<file path="src/mac_pkg.sv">
package mac_pkg;

    // ======================================================================
    // Sequencer state encoding
    // ======================================================================

    // IDLE waits for start, CONV_RUN walks the row wavefront,
    // TRANS_MUL is the single diagonal product step,
    // TRANS_OUT drains the diagonal one word per cycle
    typedef enum logic [1:0] {
        IDLE      = 2'd0,
        CONV_RUN  = 2'd1,
        TRANS_MUL = 2'd2,
        TRANS_OUT = 2'd3
    } seq_state_t;

    // ======================================================================
    // Default sizing
    // ======================================================================

    // Data word width in bits
    localparam int DW_DEFAULT  = 16;

    // Array is DIM_DEFAULT by DIM_DEFAULT PEs
    localparam int DIM_DEFAULT = 4;

    // Bits needed to index dim entries, never below one
    function automatic int idx_w(input int dim);
        if (dim < 2) begin
            return 1;
        end
        return $clog2(dim);
    endfunction

endpackage

</file>
<file path="src/pe_ctrl_if.sv">
`timescale 1ns/100ps

interface pe_ctrl_if #(
    parameter int Dimension = mac_pkg::DIM_DEFAULT
);

    // Width of the diagonal select
    localparam int SEL_W = mac_pkg::idx_w(Dimension);

    // ======================================================================
    // Array controls
    // ======================================================================

    // One bit per row, capture weight and ifmap
    logic [Dimension-1:0] row_load;
    // One bit per row, psum register update
    logic [Dimension-1:0] row_psum_en;
    // Zero every psum in the grid
    logic                 clear_psum;
    // Diagonal-only operation for transposed convolution
    logic                 diag_mode;

    // ======================================================================
    // Collect stage controls
    // ======================================================================

    // Diagonal PE index to read out
    logic [SEL_W-1:0]     diag_sel;
    // Register the selected word this cycle
    logic                 diag_out_en;

    // Sequencer side drives everything
    modport ctrl (
        output row_load, row_psum_en, clear_psum, diag_mode, diag_sel, diag_out_en
    );

    modport array (input row_load, row_psum_en, clear_psum, diag_mode);

    modport collect (input diag_sel, diag_out_en);

endinterface

</file>
<file path="src/transconv_collect.sv">
`timescale 1ns/100ps

module transconv_collect #(
    parameter int DW        = mac_pkg::DW_DEFAULT,
    parameter int Dimension = mac_pkg::DIM_DEFAULT
) (
    input  logic                                    clk,
    input  logic                                    rst_n,
    input  logic [Dimension-1:0][DW-1:0]            diag_out,
    pe_ctrl_if.collect                              ctrl,
    output logic signed [DW-1:0]                    result,
    output logic [mac_pkg::idx_w(Dimension)-1:0]    col_id,
    output logic                                    partial_valid
);

    // Diagonal word picked by diag_sel
    logic signed [DW-1:0] sel_word;

    // ======================================================================
    // Select mux
    // ======================================================================

    always_comb begin
        sel_word = '0;
        for (int k = 0; k < Dimension; k++) begin
            if (ctrl.diag_sel == k) begin
                sel_word = diag_out[k];
            end
        end
    end

    // ======================================================================
    // Output register
    // ======================================================================

    always_ff @(posedge clk or negedge rst_n) begin
        if (!rst_n) begin
            result        <= '0;
            col_id        <= '0;
            partial_valid <= 1'b0;
        end else begin
            // Valid follows the enable one cycle later
            partial_valid <= ctrl.diag_out_en;
            if (ctrl.diag_out_en) begin
                result <= sel_word;
                col_id <= ctrl.diag_sel;
            end
        end
    end

endmodule

</file>
<file path="src/flat_wrapper.sv">
// flat-port wrapper written by rule: the top's interface ports become plain ports
module transconv_collect_flat 
#(
    parameter int DW        = mac_pkg::DW_DEFAULT,
    parameter int Dimension = mac_pkg::DIM_DEFAULT
)
  (clk, rst_n, diag_out, result, col_id, partial_valid, ctrl_diag_sel, ctrl_diag_out_en);
  pe_ctrl_if #(.Dimension(Dimension)) ctrl_i ();
  input  logic clk;
  input  logic rst_n;
  input  logic [Dimension-1:0][DW-1:0] diag_out;
  output logic signed [DW-1:0] result;
  output logic [mac_pkg::idx_w(Dimension)-1:0] col_id;
  output logic partial_valid;
  input wire logic [$bits(ctrl_i.diag_sel)-1:0] ctrl_diag_sel;
  input wire logic [$bits(ctrl_i.diag_out_en)-1:0] ctrl_diag_out_en;
  assign ctrl_i.diag_sel = ctrl_diag_sel;
  assign ctrl_i.diag_out_en = ctrl_diag_out_en;
  transconv_collect #(.DW(DW), .Dimension(Dimension)) u_core (.clk(clk), .rst_n(rst_n), .diag_out(diag_out), .ctrl(ctrl_i), .result(result), .col_id(col_id), .partial_valid(partial_valid));
endmodule
</file>
<file path="config.mk">
export PLATFORM = sky130hd
export DESIGN_NAME = transconv_collect_flat
export DESIGN_NICKNAME = d
export VERILOG_FILES = /design/src/mac_pkg.sv /design/src/pe_ctrl_if.sv /design/src/transconv_collect.sv /design/src/flat_wrapper.sv
export SDC_FILE = /design/constraint.sdc
export NUM_CORES = 1
export LEC_CHECK = 0
export BUFFER_PORTS_ARGS = -buffer_cell sky130_fd_sc_hd__clkbuf_2
export CORE_MARGIN = 3
export CORE_UTILIZATION = 43
export CTS_CLUSTER_DIAMETER = 50
export CTS_CLUSTER_SIZE = 12
export DETAILED_ROUTE_END_ITERATION = 10
export PLACE_DENSITY = 0.85
export RECOVER_POWER = 100
export SLEW_MARGIN = 20
export SYNTH_ARGS = -nofsm -noshare
export SYNTH_HDL_FRONTEND = slang
export SYNTH_SLANG_ARGS = --single-unit
</file>
<file path="constraint.sdc">
create_clock -name clk -period 1.45 [get_ports clk]
set_input_delay 0.145 -clock clk [delete_from_list [all_inputs] [get_ports clk]]
set_output_delay 0.145 -clock clk [all_outputs]
set_load 0.03 [all_outputs]
</file>
After elaboration in Yosys (flattened, before gate mapping)
Index checks and enable logic that the tools add are counted.
Widths: inputs -> output; s select.

word-level totals
  flip-flop bits (word level) = 19
  input port bits = 69

cells by class
  reduce and logical (&&, ||, !) cells = 1
  muxes and demuxes = 4
  eq/ne operators = 3

operators by type and width
  kind                number
  $mux 16             4
  $eq 2x2->1 const B  2
  $eq 2x1->1 const B  1
  $logic_not 2->1     1

Logic depth before layout (Yosys ltp)
Gate-level depths: netlist of the first run.

  depth in word-level cells = 5
  mapped depth = 4
  mapped depth without buffers = 2

Least setup slack after synthesis of the first run
OpenSTA, ideal clock, no wires.

  path type = reg-to-reg
  start point = register u_core.col_id[1] (netlist name)
  end point = register u_core.col_id[1] (netlist name)
  clock period less this slack = 0.901 ns
  data arrival time = 0.774 ns
  setup slack = 0.549 ns
  data required time = 1.323 ns
  setup time = 0.127 ns
  stages on the path, launching flop included = 2
  buffers on the path = 0
  path through = dfrtp_1 mux2_1

RTL lines
  what                    line                     source
  end signal: assignment  transconv_collect.sv:46  col_id <= ctrl.diag_sel;
  end: declaration        transconv_collect.sv:12  output logic [mac_pkg::idx_w(Dimension)-1:0] col_id,

Worst setup path after layout of the first run
  start point = register u_core.result[2]
  end point = output port result[2]

RTL lines
  what                      line                     source
  start: declaration        transconv_collect.sv:11  output logic signed [DW-1:0] result,
  start signal: assignment  transconv_collect.sv:45  result <= sel_word;
  end: declaration          flat_wrapper.sv:12       output logic signed [DW-1:0] result;

No word-level cell between the ends.

==> results of run 1 <==
## placed cells by master, fill, tap and decap left out
cell type	netlist	routed
dfrtp_1	19	19
inv_1	1	1
clkbuf_1	0	22
o221ai_1	16	16
mux2i_1	32	32
nand2_2	1	1
clkbuf_4	0	3
clkbuf_2	0	67
nand2b_1	17	17
o21ai_0	1	1
buf_12	3	1
mux2_1	1	1
dlygate4sd3_1	0	1
## power by group
part / internal [mW] / switching, mW
combinational: 0.182 / 0.282
sequential: 0.592 / 0.0386
clock: 0.107 / 0.164
## registers in the layout, summed over array words and instances (netlist names)
| name | count |
|---|---|
| u_core.col_id | 2 |
| u_core.partial_valid | 1 |
| u_core.result | 16 |
## through the flow
stage,area [um^2],setup slack [ns]
6_report,1577,0.3081
3_3_place_gp,1569,0.3715
2_1_floorplan,1186,0.5489
3_5_place_dp,1569,0.2819
5_1_grt,1577,0.2476
4_1_cts,1605,0.3960
## Yosys cell counts
| cell type | number | area [um^2] |
|---|---|---|
| buf_4 | 1 | 7.510 |
| mux2_1 | 1 | 11.26 |
| nand2b_1 | 17 | 106.4 |
| dfrtp_1 | 19 | 475.5 |
| buf_12 | 3 | 60.06 |
| inv_1 | 1 | 3.750 |
| mux2i_1 | 32 | 320.3 |
| o221ai_1 | 16 | 140.1 |
| buf_6 | 4 | 45.04 |
| o21ai_0 | 1 | 5.000 |
| buf_2 | 1 | 5.000 |
| nand2_2 | 1 | 6.260 |
## cell families after synthesis
logic type | Yosys count | synth area share, %
flops | 19 | 40.08
buf+inv | 10 | 10.23
mux | 33 | 27.95
simple gates | 18 | 9.494
compound gates | 17 | 12.24
## per-layer routing
metal  vias to the layer above  track usage [%]  wire (um)
li1                        538                -          -
met1                       527            22.02       1168
met2                        40            37.64       1914
met3                         7            3.947        195
met4                         0            7.947         58
met5                         -                0          0
## final timing paths
check                                  start                 to  slack [ns]  cells after the start
setup / recovery            u_core.result[2]          result[2]        0.31                      1
hold / removal                  diag_out[23]   u_core.result[7]        0.15                      3
setup reg to reg            u_core.col_id[1]   u_core.col_id[1]        0.66                      1
hold reg to reg            u_core.result[13]  u_core.result[13]        0.51                      2
max in group asynchronous              rst_n  u_core.result[15]        0.79                      2
min in group asynchronous              rst_n  u_core.result[10]        0.33                      2
## final cells by class
cell class                 instances  area share [%]
inverter                           1          0.2381
clock buffer                       4           1.667
sequential                        19           30.16
timing repair buffer              90           28.17
multi-input combinational         68           37.38
tap                               30           2.381
==> flow_metrics.tcl, run 1 <==
set metrics [dict create \
    initial_core_util_pct 46.61 \
    period_minus_slack_ns 1.142 \
    worst_setup_path_end_kind "output port" \
    die_area_mm2 0.003425 \
    fin_worst_skew_ns 0 \
    num_rows 18 \
    ff_latch_area_um2 475.5 \
    fin_nets 252 \
    avgSynthCellArea_um2 12.23 \
    pin_count 88 \
    fmax_ghz 0.8757 \
    ys_seq_elements 19 \
    peakVddDrop_mv 0.5705 \
    cpMaxStageDelayCell "dfrtp_1" \
    final.setup.tns_ns 0 \
    critPathBufInv 1 \
    slowest_delay_ns 0.38 \
    viasPerCell 5.245 \
    grt_pass1_wl_um 5230 \
    routed_wl_um 3336 \
    critPathMaxFanout 2 \
    multiInputGateArea_um2 589.3 \
    ctsHoldBuffers 1 \
    fin_cells 212 \
    cts_max_level 1 \
    utilization_pct 61.95 \
    grt_setup_unrepaired "false" \
    detail_route.wl_per_cell_um 15.74 \
    vias 1112 \
    timing.hold.ws_ns 0.1521 \
    dp_cells 207 \
    clk_pin_slew_ns 0.11 \
    crit_type "reg2out" \
    p_leak_nw 0.8309 \
    synth_nets 166 \
    grt_max_degree 34 \
    fp.dieW_um 58.52 \
    max_cap_viol_count 0 \
    drc 0 \
    numCtsBuffers 3 \
    cts_setup_buffers 0 \
    crit_chain "clkbuf_1" \
    crit_arrival_ns 1.00 \
    drtIter0Drc 13 \
    slew_viol_final 0 \
    area_growth_pct 32.91 \
    tightestPinTransition_ns 0.6429 \
    clock_path_buffers 2 \
    clock-sinks 19 \
    drive_gt1_share_pct 39.56 \
    worstHoldPathType "in2reg" \
    critPathRequiredTime_ns 1.31 \
    grt_use_total_pct 20.14 \
    synthDistinctLibCells 12 \
    ctsResizeCount 0 \
    gr-total-overflow 0 \
    slew_headroom_pct 57.14 \
    status "finished, final reports clean" \
    fp.coreArea_mm2 0.002545 \
    power.density_mw_per_mm2 866.2 \
    antenna_found_initial 0 \
    hold_viol 0 \
    cts_tree "done" \
    crit_family "flip-flops" \
    root_buffer "clkbuf_4" \
    final_antenna_net_count 0 \
    syn-cell-area_mm2 0.001186 \
    hpwl_um 2642 \
    crit_path_start_kind "register" \
    grt_pass1_vias 1170 \
    dr.pass1.iters 4 \
    die_height_um 58.52 \
    fin_crit_sh_pct 78.75 \
    yosysWarningCount 0 \
    diodes 0 \
    fillers 241 \
    setup_viol 0 \
    finalPower_mw 1.366 \
    gp_congestion 0.7049 \
    synth-seq-area-share_pct 40.08 \
    clock_latency_ns 0.29 \
    io_buffer_count 87 \
    synthCells 97 \
]
Note: power is estimated with default switching activity, not from simulation.
==> run 2, diff against run 1 <==
Settings changed: CORE_UTILIZATION 43 to 36, PLACE_DENSITY 0.85 to 0.76.
Clock period 1.45 ns to 1.05 ns, I/O delays scaled along.
==> run 2 against run 1 <==
  * Global-route usage decreased by 4.2 points
  * Highest routed layer unchanged
  * Sequential power increased by 37%
  * Clock skew unchanged
  * Critical path depth unchanged
  * Largest cell class unchanged
  * Via count decreased by 0.81%
  * Count of clock-buffer cells in the layout decreased by 1
  * Final area increased by 4.7%
  * Critical endpoint is now result[5]
  * Largest power group unchanged
  * Clock power increased by 40%
==> flow_metrics.tcl, run 2 (synthesis results as in run 1) <==
set metrics [dict create \
    status "finished, final reports clean" \
    worst_setup_path_end_kind "output port" \
    finalPower_mw 1.912 \
    num_rows 20 \
    drtIter0Drc 21 \
    multiInputGateArea_um2 589.3 \
    cts_tree "done" \
    placed_area_mm2 0.001614 \
    grt_use_total_pct 15.89 \
    largestRegisters "u_core.result x16, u_core.col_id x2, u_core.partial_valid x1" \
    crit_type "reg2out" \
    timing.hold.ws_ns 0.1029 \
    fp.dieW_um 63.40 \
    fmax_ghz 0.9919 \
    max_cap_viol_count 0 \
    slew_headroom_pct 67.97 \
    crit_family "flip-flops" \
    design_area_mm2 0.001650 \
    cpMaxStageDelayCell "dfrtp_1" \
    critPathMaxFanout 2 \
    crit_path_start_kind "register" \
    root_buffer "clkbuf_4" \
    grt_setup_unrepaired "true" \
    peakVddDrop_mv 0.6056 \
    largest_reg_flops 16 \
    die_area_mm2 0.004020 \
    grt_max_degree 20 \
    gp_congestion 0.7323 \
    grt_pass1_vias 1157 \
    layout_common_cells "82 x clkbuf_2, 32 x mux2i_1, 19 x dfrtp_1" \
    numCtsBuffers 3 \
    pin_count 88 \
    slowest_delay_ns 0.40 \
    gr-total-overflow 0 \
    slew_viol_final 0 \
    fp.coreArea_mm2 0.003103 \
    fin_worst_skew_ns 0 \
    cts_max_level 1 \
    worstHoldPathType "in2reg" \
    detail_route.wl_per_cell_um 13.47 \
    io_buffer_count 87 \
    period_minus_slack_ns 1.008 \
    clock-sinks 19 \
    viasPerCell 4.838 \
    largest-register "u_core.result" \
    diodes 0 \
    die_height_um 63.40 \
    dp_cells 223 \
    fin_ws_ns 0.04186 \
    initial_core_util_pct 38.23 \
    layout_commonest_cell "clkbuf_2" \
    fin_cells 228 \
    drc 0 \
    dr.pass1.iters 4 \
    critPathBufInv 1 \
    crit_chain "clkbuf_2" \
    dp_worst_setup_slack_ns 0.09738 \
    clock_latency_ns 0.30 \
    vias 1103 \
    setup_viol 0 \
    p_leak_nw 0.9099 \
    crit_arrival_ns 0.90 \
    ff_latch_area_um2 475.5 \
    hold_viol 0 \
    routed_wl_um 3072 \
    area_growth_pct 39.13 \
    fin_nets 254 \
    antenna_found_initial 0 \
    fin_crit_sh_pct 96.01 \
    clock_path_buffers 2 \
    fillers 322 \
    final_antenna_net_count 0 \
    critPathRequiredTime_ns 0.94 \
    power.density_mw_per_mm2 1159 \
    clk_pin_slew_ns 0.12 \
    grt_pass1_wl_um 5119 \
    drive_gt1_share_pct 51.63 \
    tightestPinTransition_ns 0.4805 \
]
[run 2: per-stage QoR]
stage               setup TNS [ns]  utilization, %
CTS                              0           53.23
global placement                 0           52.02
detailed placement               0           52.02
global route             -0.007030           53.19
finish                           0           53.19
floorplan                        0               -
[run 2: area by class of cell]
type                    count  area share, %
multi-input cells          68          35.71
clock buffers               3          1.365
inverters                   1         0.2274
repair buffers             92          30.25
flip-flops and latches     19          28.81
well taps                  44          3.336
clock inverters             1         0.3033
[run 2: report_power, final]
group          internal, mW  switching (mW)  leakage (nW)
registers             0.817          0.0477         0.232
clock network         0.142           0.238        0.0177
logic                 0.285           0.381         0.660
[run 2: worst paths after layout]
| path | from | end | slack [ns] | depth (start not counted) |
|---|---|---|---|---|
| hold / removal | diag_out[29] | u_core.result[13] | 0.10 | 3 |
| max in group asynchronous | rst_n | u_core.result[0] | 0.44 | 2 |
| hold reg to reg | u_core.col_id[1] | u_core.col_id[1] | 0.51 | 1 |
| setup / recovery | u_core.result[5] | result[5] | 0.04 | 1 |
| min in group asynchronous | rst_n | u_core.result[7] | 0.28 | 2 |
| setup reg to reg | u_core.col_id[1] | u_core.col_id[1] | 0.28 | 1 |
[run 2: worst min-delay path: stages]
cell and delay (ns):
clkbuf_2 0.07, mux2i_1 0.05, o221ai_1 0.15
[run 2: what timing repair did]
item	CTS	global route
setup buffers	0	0
hold buffers	1	0
hold endpoints to repair	19	0
setup endpoints to repair	0	4
gates resized for setup	0	4
[run 2: metal layers]
metal / up-vias / routed length [um] / GRT usage (%)
li1: 540 / - / -
met1: 529 / 1209 / 18.07
met2: 30 / 1680 / 29.07
met3: 4 / 140 / 2.139
met4: 0 / 42 / 7.278
met5: - / 0 / 0
