`src/mac_pkg.sv`:
```
package mac_pkg;

    // ======================================================================
    // Sequencer state encoding
    // ======================================================================

    // IDLE waits for start, CONV_RUN walks the row wavefront,
    // TRANS_MUL is the single diagonal product step,
    // TRANS_OUT drains the diagonal one word per cycle
    typedef enum logic [1:0] {
        IDLE      = 2'd0,
        CONV_RUN  = 2'd1,
        TRANS_MUL = 2'd2,
        TRANS_OUT = 2'd3
    } seq_state_t;

    // ======================================================================
    // Default sizing
    // ======================================================================

    // Data word width in bits
    localparam int DW_DEFAULT  = 16;

    // Array is DIM_DEFAULT by DIM_DEFAULT PEs
    localparam int DIM_DEFAULT = 4;

    // Bits needed to index dim entries, never below one
    function automatic int idx_w(input int dim);
        if (dim < 2) begin
            return 1;
        end
        return $clog2(dim);
    endfunction

endpackage

```
`src/pe_ctrl_if.sv`:
```
`timescale 1ns/100ps

interface pe_ctrl_if #(
    parameter int Dimension = mac_pkg::DIM_DEFAULT
);

    // Width of the diagonal select
    localparam int SEL_W = mac_pkg::idx_w(Dimension);

    // ======================================================================
    // Array controls
    // ======================================================================

    // One bit per row, capture weight and ifmap
    logic [Dimension-1:0] row_load;
    // One bit per row, psum register update
    logic [Dimension-1:0] row_psum_en;
    // Zero every psum in the grid
    logic                 clear_psum;
    // Diagonal-only operation for transposed convolution
    logic                 diag_mode;

    // ======================================================================
    // Collect stage controls
    // ======================================================================

    // Diagonal PE index to read out
    logic [SEL_W-1:0]     diag_sel;
    // Register the selected word this cycle
    logic                 diag_out_en;

    // Sequencer side drives everything
    modport ctrl (
        output row_load, row_psum_en, clear_psum, diag_mode, diag_sel, diag_out_en
    );

    modport array (input row_load, row_psum_en, clear_psum, diag_mode);

    modport collect (input diag_sel, diag_out_en);

endinterface

```
`src/array_sequencer.sv`:
```
`timescale 1ns/100ps

module array_sequencer #(
    parameter int Dimension = mac_pkg::DIM_DEFAULT
) (
    input  logic       clk,
    input  logic       rst_n,
    input  logic       conv_mode,
    input  logic       start,
    output logic       busy,
    output logic       conv_valid,
    pe_ctrl_if.ctrl    pe_ctrl
);

    // Counter must reach Dimension for the tail cycle
    localparam int CW = mac_pkg::idx_w(Dimension + 1);
    localparam int SW = mac_pkg::idx_w(Dimension);
    localparam logic [CW-1:0] LAST = CW'(Dimension);

    mac_pkg::seq_state_t state_q;
    mac_pkg::seq_state_t state_d;
    logic [CW-1:0]       cnt_q;
    logic [CW-1:0]       cnt_d;
    // Mode captured at the start edge
    logic                mode_q;

    // ======================================================================
    // State, counter and mode registers
    // ======================================================================

    always_ff @(posedge clk or negedge rst_n) begin
        if (!rst_n) begin
            state_q <= mac_pkg::IDLE;
            cnt_q   <= '0;
            mode_q  <= 1'b0;
            busy    <= 1'b0;
        end else begin
            state_q <= state_d;
            cnt_q   <= cnt_d;
            // High from the start edge until the run returns to IDLE
            busy    <= (state_d != mac_pkg::IDLE);
            if (state_q == mac_pkg::IDLE && start) begin
                mode_q <= conv_mode;
            end
        end
    end

    // ======================================================================
    // Next state
    // ======================================================================

    always_comb begin
        state_d = state_q;
        cnt_d   = cnt_q;
        case (state_q)
            mac_pkg::IDLE: begin
                // Start is only looked at here, so a start while busy is dropped
                if (start) begin
                    state_d = conv_mode ? mac_pkg::TRANS_MUL : mac_pkg::CONV_RUN;
                    cnt_d   = '0;
                end
            end
            mac_pkg::TRANS_MUL: begin
                state_d = mac_pkg::TRANS_OUT;
                cnt_d   = '0;
            end
            // CONV_RUN and TRANS_OUT share the count to LAST
            default: begin
                if (cnt_q == LAST) begin
                    state_d = mac_pkg::IDLE;
                    cnt_d   = '0;
                end else begin
                    cnt_d = cnt_q + 1'b1;
                end
            end
        endcase
    end

    // ======================================================================
    // Control outputs
    // ======================================================================

    always_comb begin
        pe_ctrl.row_load    = '0;
        pe_ctrl.row_psum_en = '0;
        pe_ctrl.clear_psum  = 1'b0;
        pe_ctrl.diag_mode   = mode_q;
        pe_ctrl.diag_sel    = '0;
        pe_ctrl.diag_out_en = 1'b0;
        conv_valid          = 1'b0;
        case (state_q)
            mac_pkg::IDLE: begin
                // Steering follows the live mode input for the load edge
                pe_ctrl.diag_mode = conv_mode;
                if (start) begin
                    pe_ctrl.row_load   = '1;
                    pe_ctrl.clear_psum = 1'b1;
                end
            end
            mac_pkg::CONV_RUN: begin
                // One-hot wavefront, then one cycle of valid result
                if (cnt_q < LAST) begin
                    pe_ctrl.row_psum_en = Dimension'(1) << cnt_q;
                end else begin
                    conv_valid = 1'b1;
                end
            end
            mac_pkg::TRANS_MUL: begin
                // Array gates this down to the diagonal
                pe_ctrl.row_psum_en = '1;
            end
            mac_pkg::TRANS_OUT: begin
                if (cnt_q < LAST) begin
                    pe_ctrl.diag_sel    = cnt_q[SW-1:0];
                    pe_ctrl.diag_out_en = 1'b1;
                end
            end
        endcase
    end

endmodule

```
`src/flat_wrapper.sv`:
```
// flat-port wrapper written by rule: the top's interface ports become plain ports
module array_sequencer_flat 
#(
    parameter int Dimension = mac_pkg::DIM_DEFAULT
)
  (clk, rst_n, conv_mode, start, busy, conv_valid, pe_ctrl_row_load, pe_ctrl_row_psum_en, pe_ctrl_clear_psum, pe_ctrl_diag_mode, pe_ctrl_diag_sel, pe_ctrl_diag_out_en);
  pe_ctrl_if #(.Dimension(Dimension)) pe_ctrl_i ();
  input  logic clk;
  input  logic rst_n;
  input  logic conv_mode;
  input  logic start;
  output logic busy;
  output logic conv_valid;
  output wire logic [$bits(pe_ctrl_i.row_load)-1:0] pe_ctrl_row_load;
  output wire logic [$bits(pe_ctrl_i.row_psum_en)-1:0] pe_ctrl_row_psum_en;
  output wire logic [$bits(pe_ctrl_i.clear_psum)-1:0] pe_ctrl_clear_psum;
  output wire logic [$bits(pe_ctrl_i.diag_mode)-1:0] pe_ctrl_diag_mode;
  output wire logic [$bits(pe_ctrl_i.diag_sel)-1:0] pe_ctrl_diag_sel;
  output wire logic [$bits(pe_ctrl_i.diag_out_en)-1:0] pe_ctrl_diag_out_en;
  assign pe_ctrl_row_load = pe_ctrl_i.row_load;
  assign pe_ctrl_row_psum_en = pe_ctrl_i.row_psum_en;
  assign pe_ctrl_clear_psum = pe_ctrl_i.clear_psum;
  assign pe_ctrl_diag_mode = pe_ctrl_i.diag_mode;
  assign pe_ctrl_diag_sel = pe_ctrl_i.diag_sel;
  assign pe_ctrl_diag_out_en = pe_ctrl_i.diag_out_en;
  array_sequencer #(.Dimension(Dimension)) u_core (.clk(clk), .rst_n(rst_n), .conv_mode(conv_mode), .start(start), .busy(busy), .conv_valid(conv_valid), .pe_ctrl(pe_ctrl_i));
endmodule
```
`config.mk`:
```
export PLATFORM = sky130hd
export DESIGN_NAME = array_sequencer_flat
export DESIGN_NICKNAME = d
export VERILOG_FILES = /design/src/mac_pkg.sv /design/src/pe_ctrl_if.sv /design/src/array_sequencer.sv /design/src/flat_wrapper.sv
export SDC_FILE = /design/constraint.sdc
export NUM_CORES = 1
export LEC_CHECK = 0
export BUFFER_PORTS_ARGS = -buffer_cell sky130_fd_sc_hd__buf_2
export CORE_AREA = 5 5 42 44
export CTS_BUF_LIST = sky130_fd_sc_hd__clkbuf_2
export DETAILED_ROUTE_END_ITERATION = 16
export DIE_AREA = 0 0 47 49
export GPL_TIMING_DRIVEN = 0
export HOLD_SLACK_MARGIN = 0.12
export PLACE_DENSITY = 0.78
export SYNTH_ARGS = -nofsm -noshare
export SYNTH_HDL_FRONTEND = slang
export SYNTH_SLANG_ARGS = --single-unit
```
`constraint.sdc`:
```
create_clock -name clk -period 1.7 [get_ports clk]
set_input_delay 0.34 -clock clk [delete_from_list [all_inputs] [get_ports clk]]
set_output_delay 0.34 -clock clk [all_outputs]
set_load 0.005 [all_outputs]
```
* Word level (Yosys, flattened, before mapping) *
Index checks and enable logic that the tools add are counted.

word-level totals
  flip-flop bits (word level) = 7
  bits in latches = 0
  memory bits (writable) = 0
  memory bits (read-only) = 0
  output and inout bits = 15
  logic and storage cells = 35
  memories kept = 0

cells by class
  $add $sub $neg = 1
  multipliers = 0
  divide/modulo/power cells = 0
  order comparisons = 1
  equality and inequality tests = 5
  shift operators = 1
  muxes and demuxes = 20
  bitwise gates (word level) = 0
  reductions and logical operators = 3

operator list
  cell                                                                    number
  4-bit 2-to-1 mux                                                        3
  2-bit 2-to-1 mux                                                        5
  4-bit one-hot mux with 2 select lines                                   1
  1-bit 2-to-1 mux                                                        7
  3-bit 2-to-1 mux                                                        2
  3-bit one-hot mux with 2 select lines                                   1
  2-bit equality test (second input constant)                             2
  2-bit one-hot mux with 2 select lines                                   1
  1-bit by 3-bit << shifter with 4-bit output (first input constant)      1
  3-bit by 1-bit adder with 3-bit output (second input constant)          1
  3-bit equality test (second input constant)                             1
  3-bit less-than comparator (second input constant)                      1
  2-bit by 1-bit equality test with 1-bit output (second input constant)  1
  2-bit logical NOT                                                       1
  2-bit inequality test (second input constant)                           1
  2-bit nonzero test                                                      1
  1-bit logical AND                                                       1

* Logic depth before layout (Yosys ltp) *
  depth after elaboration = 4
  mapped depth = 5
  depth with buffers taken out = 5

* Worst setup path before layout *
Ideal clock, no wire load.

  path type = flip-flop to output port
  start point = reg u_core.state_q[0]
  end point = out pe_ctrl_row_load[0]
  data arrival time = 1.124 ns
  data required time = 1.360 ns
  slack = 0.236 ns
  cell stages (with the launch flop) = 5
  buffers on the path = 1
  path through = dfrtp_1 -> inv_1 -> ha_1 -> and2_1 -> buf_4

between the ends
  cells in the longest elaborated chain, start to end = 2

RTL lines
  what                    line                   source
  from (decl)             array_sequencer.sv:20  mac_pkg::seq_state_t state_q;
  from (signal assigned)  array_sequencer.sv:33  state_q <= mac_pkg::IDLE;
  from (signal assigned)  array_sequencer.sv:38  state_q <= state_d;
  2-bit logical NOT       array_sequencer.sv:91  case (state_q)
  4-bit 2-to-1 mux        array_sequencer.sv:91
  to (decl)               flat_wrapper.sv:14     output wire logic [$bits(pe_ctrl_i.row_load)-1:0] pe_ctrl_row_load;

Every way passes these cells.

* Final worst setup path *
  start point = reg u_core.state_q[0]
  end point = out pe_ctrl_diag_mode

between the ends
  cells in the longest elaborated chain, start to end = 2

RTL lines
  what               line                   source
  2-bit logical NOT  array_sequencer.sv:91
  1-bit 2-to-1 mux   array_sequencer.sv:91
  to (decl)          flat_wrapper.sv:17     output wire logic [$bits(pe_ctrl_i.diag_mode)-1:0] pe_ctrl_diag_mode;

Every way passes these cells.

==> flow_summary.json <==
{
  "grt_max_degree": 9,
  "first_iter_violations": 7,
  "wl_per_cell_um": 13.27,
  "yosysSeqAreaShare": 0.2991,
  "dominant_combinational_cell_family_by_area_after_synthesis": "adder cells",
  "synth-xor-area-share": 0,
  "pwr-share-clk": 0.087,
  "antenna_cells": 0,
  "number_of_synthesized_flops_with_an_enable_pin": 0,
  "slew_violations": 0,
  "nFillCells": 118,
  "combPwrFrac": 0.660,
  "grt_antenna_before_repair": 0,
  "ir_worst_vdd_uv": 755.2,
  "grt_pass1_wl_um": 2139,
  "synth_adder_area_share": 0.2137,
  "portion_of_netlist_area_occupied_by_mux_cells": 0.03846,
  "synth_seq_cells": 7,
  "critical_path_class": "flip-flop to output port",
  "minimum_setup_slack_after_placement_ns": 0.01190,
  "timing.final.crit_share": 1.008,
  "power.net_switching_uw": 548.8,
  "cts_tree": "done",
  "yosysWarningCount": 0,
  "synth_compound_area_frac": 0.1603,
  "die_h_um": 49,
  "share_of_post_route_cells_with_drive_strength_above_1": 0.5824,
  "timing.final.hold_violations": 0,
  "worst_ep_required_time_ns": 1.36,
  "path_clk_slew_ns": 0.06,
  "ant_nets": 0,
  "initial_core_util": 0.4179,
  "die_w_um": 47,
  "number_of_clock_sinks": 7,
  "die_area_mm2": 0.002303,
  "p_sw_frac": 0.4079,
  "syn_nets": 75,
  "design.core.area_mm2": 0.001401,
  "period_minus_slack_ns": 1.714,
  "fp-row-count": 14,
  "drc": 0,
  "gr-usage-all-layers": 0.1279,
  "ys_dominant_reg_cell": "sky130_fd_sc_hd__dfrtp_1",
  "synth_area_um2": 585.6,
  "pin_count": 19,
  "cts.root.buffer_cell": "sky130_fd_sc_hd__clkbuf_2",
  "cellInternalPower_uw": 796.7,
  "synthCells": 61,
  "timing.max_slew.rel_slack": 0.8104,
  "post_synth.cell_area_avg_um2": 9.599,
  "hp-class": "input pin to flip-flop",
  "setup_repair_after_global_routing_missed_its_margin": "true",
  "worstSkewPairLatency_ns": 0.22,
  "routed_wirelength_um": 1420,
  "run_status": "complete, but fails checks",
  "worst_hold_startpoint": "conv_mode",
  "leakage_nw": 0.4330,
  "worst-endpoint-arrival_ns": 1.37,
  "maxCapViolCount": 0,
  "ctsHtreeMaxLevel": 1,
  "critical_path.startpoint": "u_core.state_q[0]",
  "hpwl_um": 901.2,
  "endpoint_kind": "output port",
  "failed_checks": "setup timing",
  "area_overhead_vs_synth_pct": 56.41,
  "setup_tns_ns": -0.02301,
  "crit_path_start_kind": "flip-flop",
  "final_cell_mix": "sky130_fd_sc_hd__buf_2, sky130_fd_sc_hd__buf_6, sky130_fd_sc_hd__buf_4",
  "layout_setup_ws_ns": -0.01376,
  "max_clock_freq_mhz": 583.5,
  "cellPowerDensity_mw_per_mm2": 1469,
  "worst_r2r_startpoint": "u_core.state_q[0]",
  "number_of_cts_inserted_buffers": 3,
  "final_design_area_no_fill_um2": 915.9,
  "first_global_vias": 488,
  "placed_area_um2": 695.7,
  "synthArstFlopShare": 1.000,
  "post_synth_and_or_nand_nor_area_fraction": 0.1923,
  "nNetsFinal": 106,
  "global_placer_s_final_weighted_congestion": 0.7337,
  "grt_remaining_overflow": 0,
  "finalClockSkew_ns": 0.002530,
  "synthDistinctLibCells": 22,
  "io_buffers": 18,
  "max_slew.worst_pin.slew_ns": 0.2826,
  "ctsLongestPathBuffers": 2,
  "total_iterations_of_the_first_detailed_routing_run": 3,
  "final_common_cell": "sky130_fd_sc_hd__buf_2",
  "detailroute.via_count": 530,
  "path_max_fanout": 5,
  "drt-vias-per-instance": 4.953,
  "setup_viol": 2,
  "pwr-share-seq": 0.253
}
-- cells by family (layout without fill, tap and decap cells) --
kind of cell | count (synthesis) | after routing
DFF | 7 | 7
and+or+nand+nor | 18 | 18
adders and majority gates | 10 | 10
muxes | 2 | 2
AOI/OAI and AO/OA | 13 | 13
buffers and inverters | 11 | 41
-- worst paths after layout --
check                                          to  slack [ns]  cells after the start
worst max-delay path            pe_ctrl_diag_mode       -0.01                      4
worst max register to register        u_core.busy        0.14                      6
max in group asynchronous       u_core.state_q[1]        1.07                      2
min in group asynchronous         u_core.cnt_q[0]        0.47                      2
worst min register to register      u_core.mode_q        0.51                      1
worst min-delay path                u_core.mode_q        0.39                      2
-- cells in the mapped netlist (2+ instances only) --
| cell | instances | area (um2) |
|---|---|---|
| sky130_fd_sc_hd__o32ai_1 | 2 | 17.52 |
| sky130_fd_sc_hd__ha_1 | 10 | 125.1 |
| sky130_fd_sc_hd__inv_1 | 6 | 22.52 |
| sky130_fd_sc_hd__and2_1 | 4 | 25.02 |
| sky130_fd_sc_hd__a21oi_1 | 4 | 20.02 |
| sky130_fd_sc_hd__nor2b_1 | 7 | 43.79 |
| sky130_fd_sc_hd__dfrtp_1 | 7 | 175.2 |
| sky130_fd_sc_hd__nand2_1 | 3 | 11.26 |
| sky130_fd_sc_hd__buf_4 | 4 | 30.03 |
| sky130_fd_sc_hd__o21ai_0 | 2 | 10.01 |
-- power groups by stage --
stage | sequential (mW) | combinational, mW | clock [mW]
floorplan | 0.293 | 0.421 | 0
global placement | 0.306 | 0.597 | 0
detailed placement | 0.309 | 0.610 | 0
CTS | 0.325 | 0.805 | 0.123
global route | 0.354 | 0.993 | 0.132
finish | 0.340 | 0.888 | 0.117
-- metrics by stage --
stage	std cells	power, mW	hold slack (ns)	utilization
after global routing	107	1.479	0.3789	0.6536
after CTS	104	1.253	0.3691	0.6045
after global placement	95	0.9031	0.1725	0.4964
final	107	1.345	0.3872	0.6536
after detailed placement	95	0.9194	0.1731	0.4964
after floorplan	61	0.7139	0.04441	-
-- worst max-delay path, cell delays in order (launching register included) --
cell                      delay [ns]
sky130_fd_sc_hd__dfrtp_2        0.47
sky130_fd_sc_hd__inv_4          0.12
sky130_fd_sc_hd__ha_4           0.15
sky130_fd_sc_hd__mux2_4         0.30
sky130_fd_sc_hd__buf_6          0.12
-- registers in the layout, summed over array words and instances (netlist names) --
name            cells
u_core.cnt_q        3
u_core.state_q      2
u_core.busy         1
u_core.mode_q       1
-- area by class of cell --
type                    instances  area (um2)  share of cell area
clock buffers                   4       20.02             0.02186
multi-input cells              43       439.2              0.4795
well taps                      16       20.02             0.02186
plain buffers                   4       41.29             0.04508
repair buffers                 27       188.9              0.2063
flip-flops and latches          7       178.9              0.1954
inverters                       6       27.53             0.03005
-- timing repair --
item | CTS | global route
hold endpoints to repair | 7 | 0
buffers inserted | 5 | 3
gates resized for setup | 22 | 12
endpoints found under the setup margin | 10 | 12
pin swaps | 5 | 4
hold buffers | 1 | 0
-- metal layers --
layer / wire length [um] / GRT usage / vias up
li1: - / - / 262
met1: 580 / 0.1719 / 252
met2: 761 / 0.1878 / 13
met3: 54 / 0.02214 / 3
met4: 23 / 0.06912 / 0
met5: 0 / 0 / -
(Power assumes the default switching activity.)
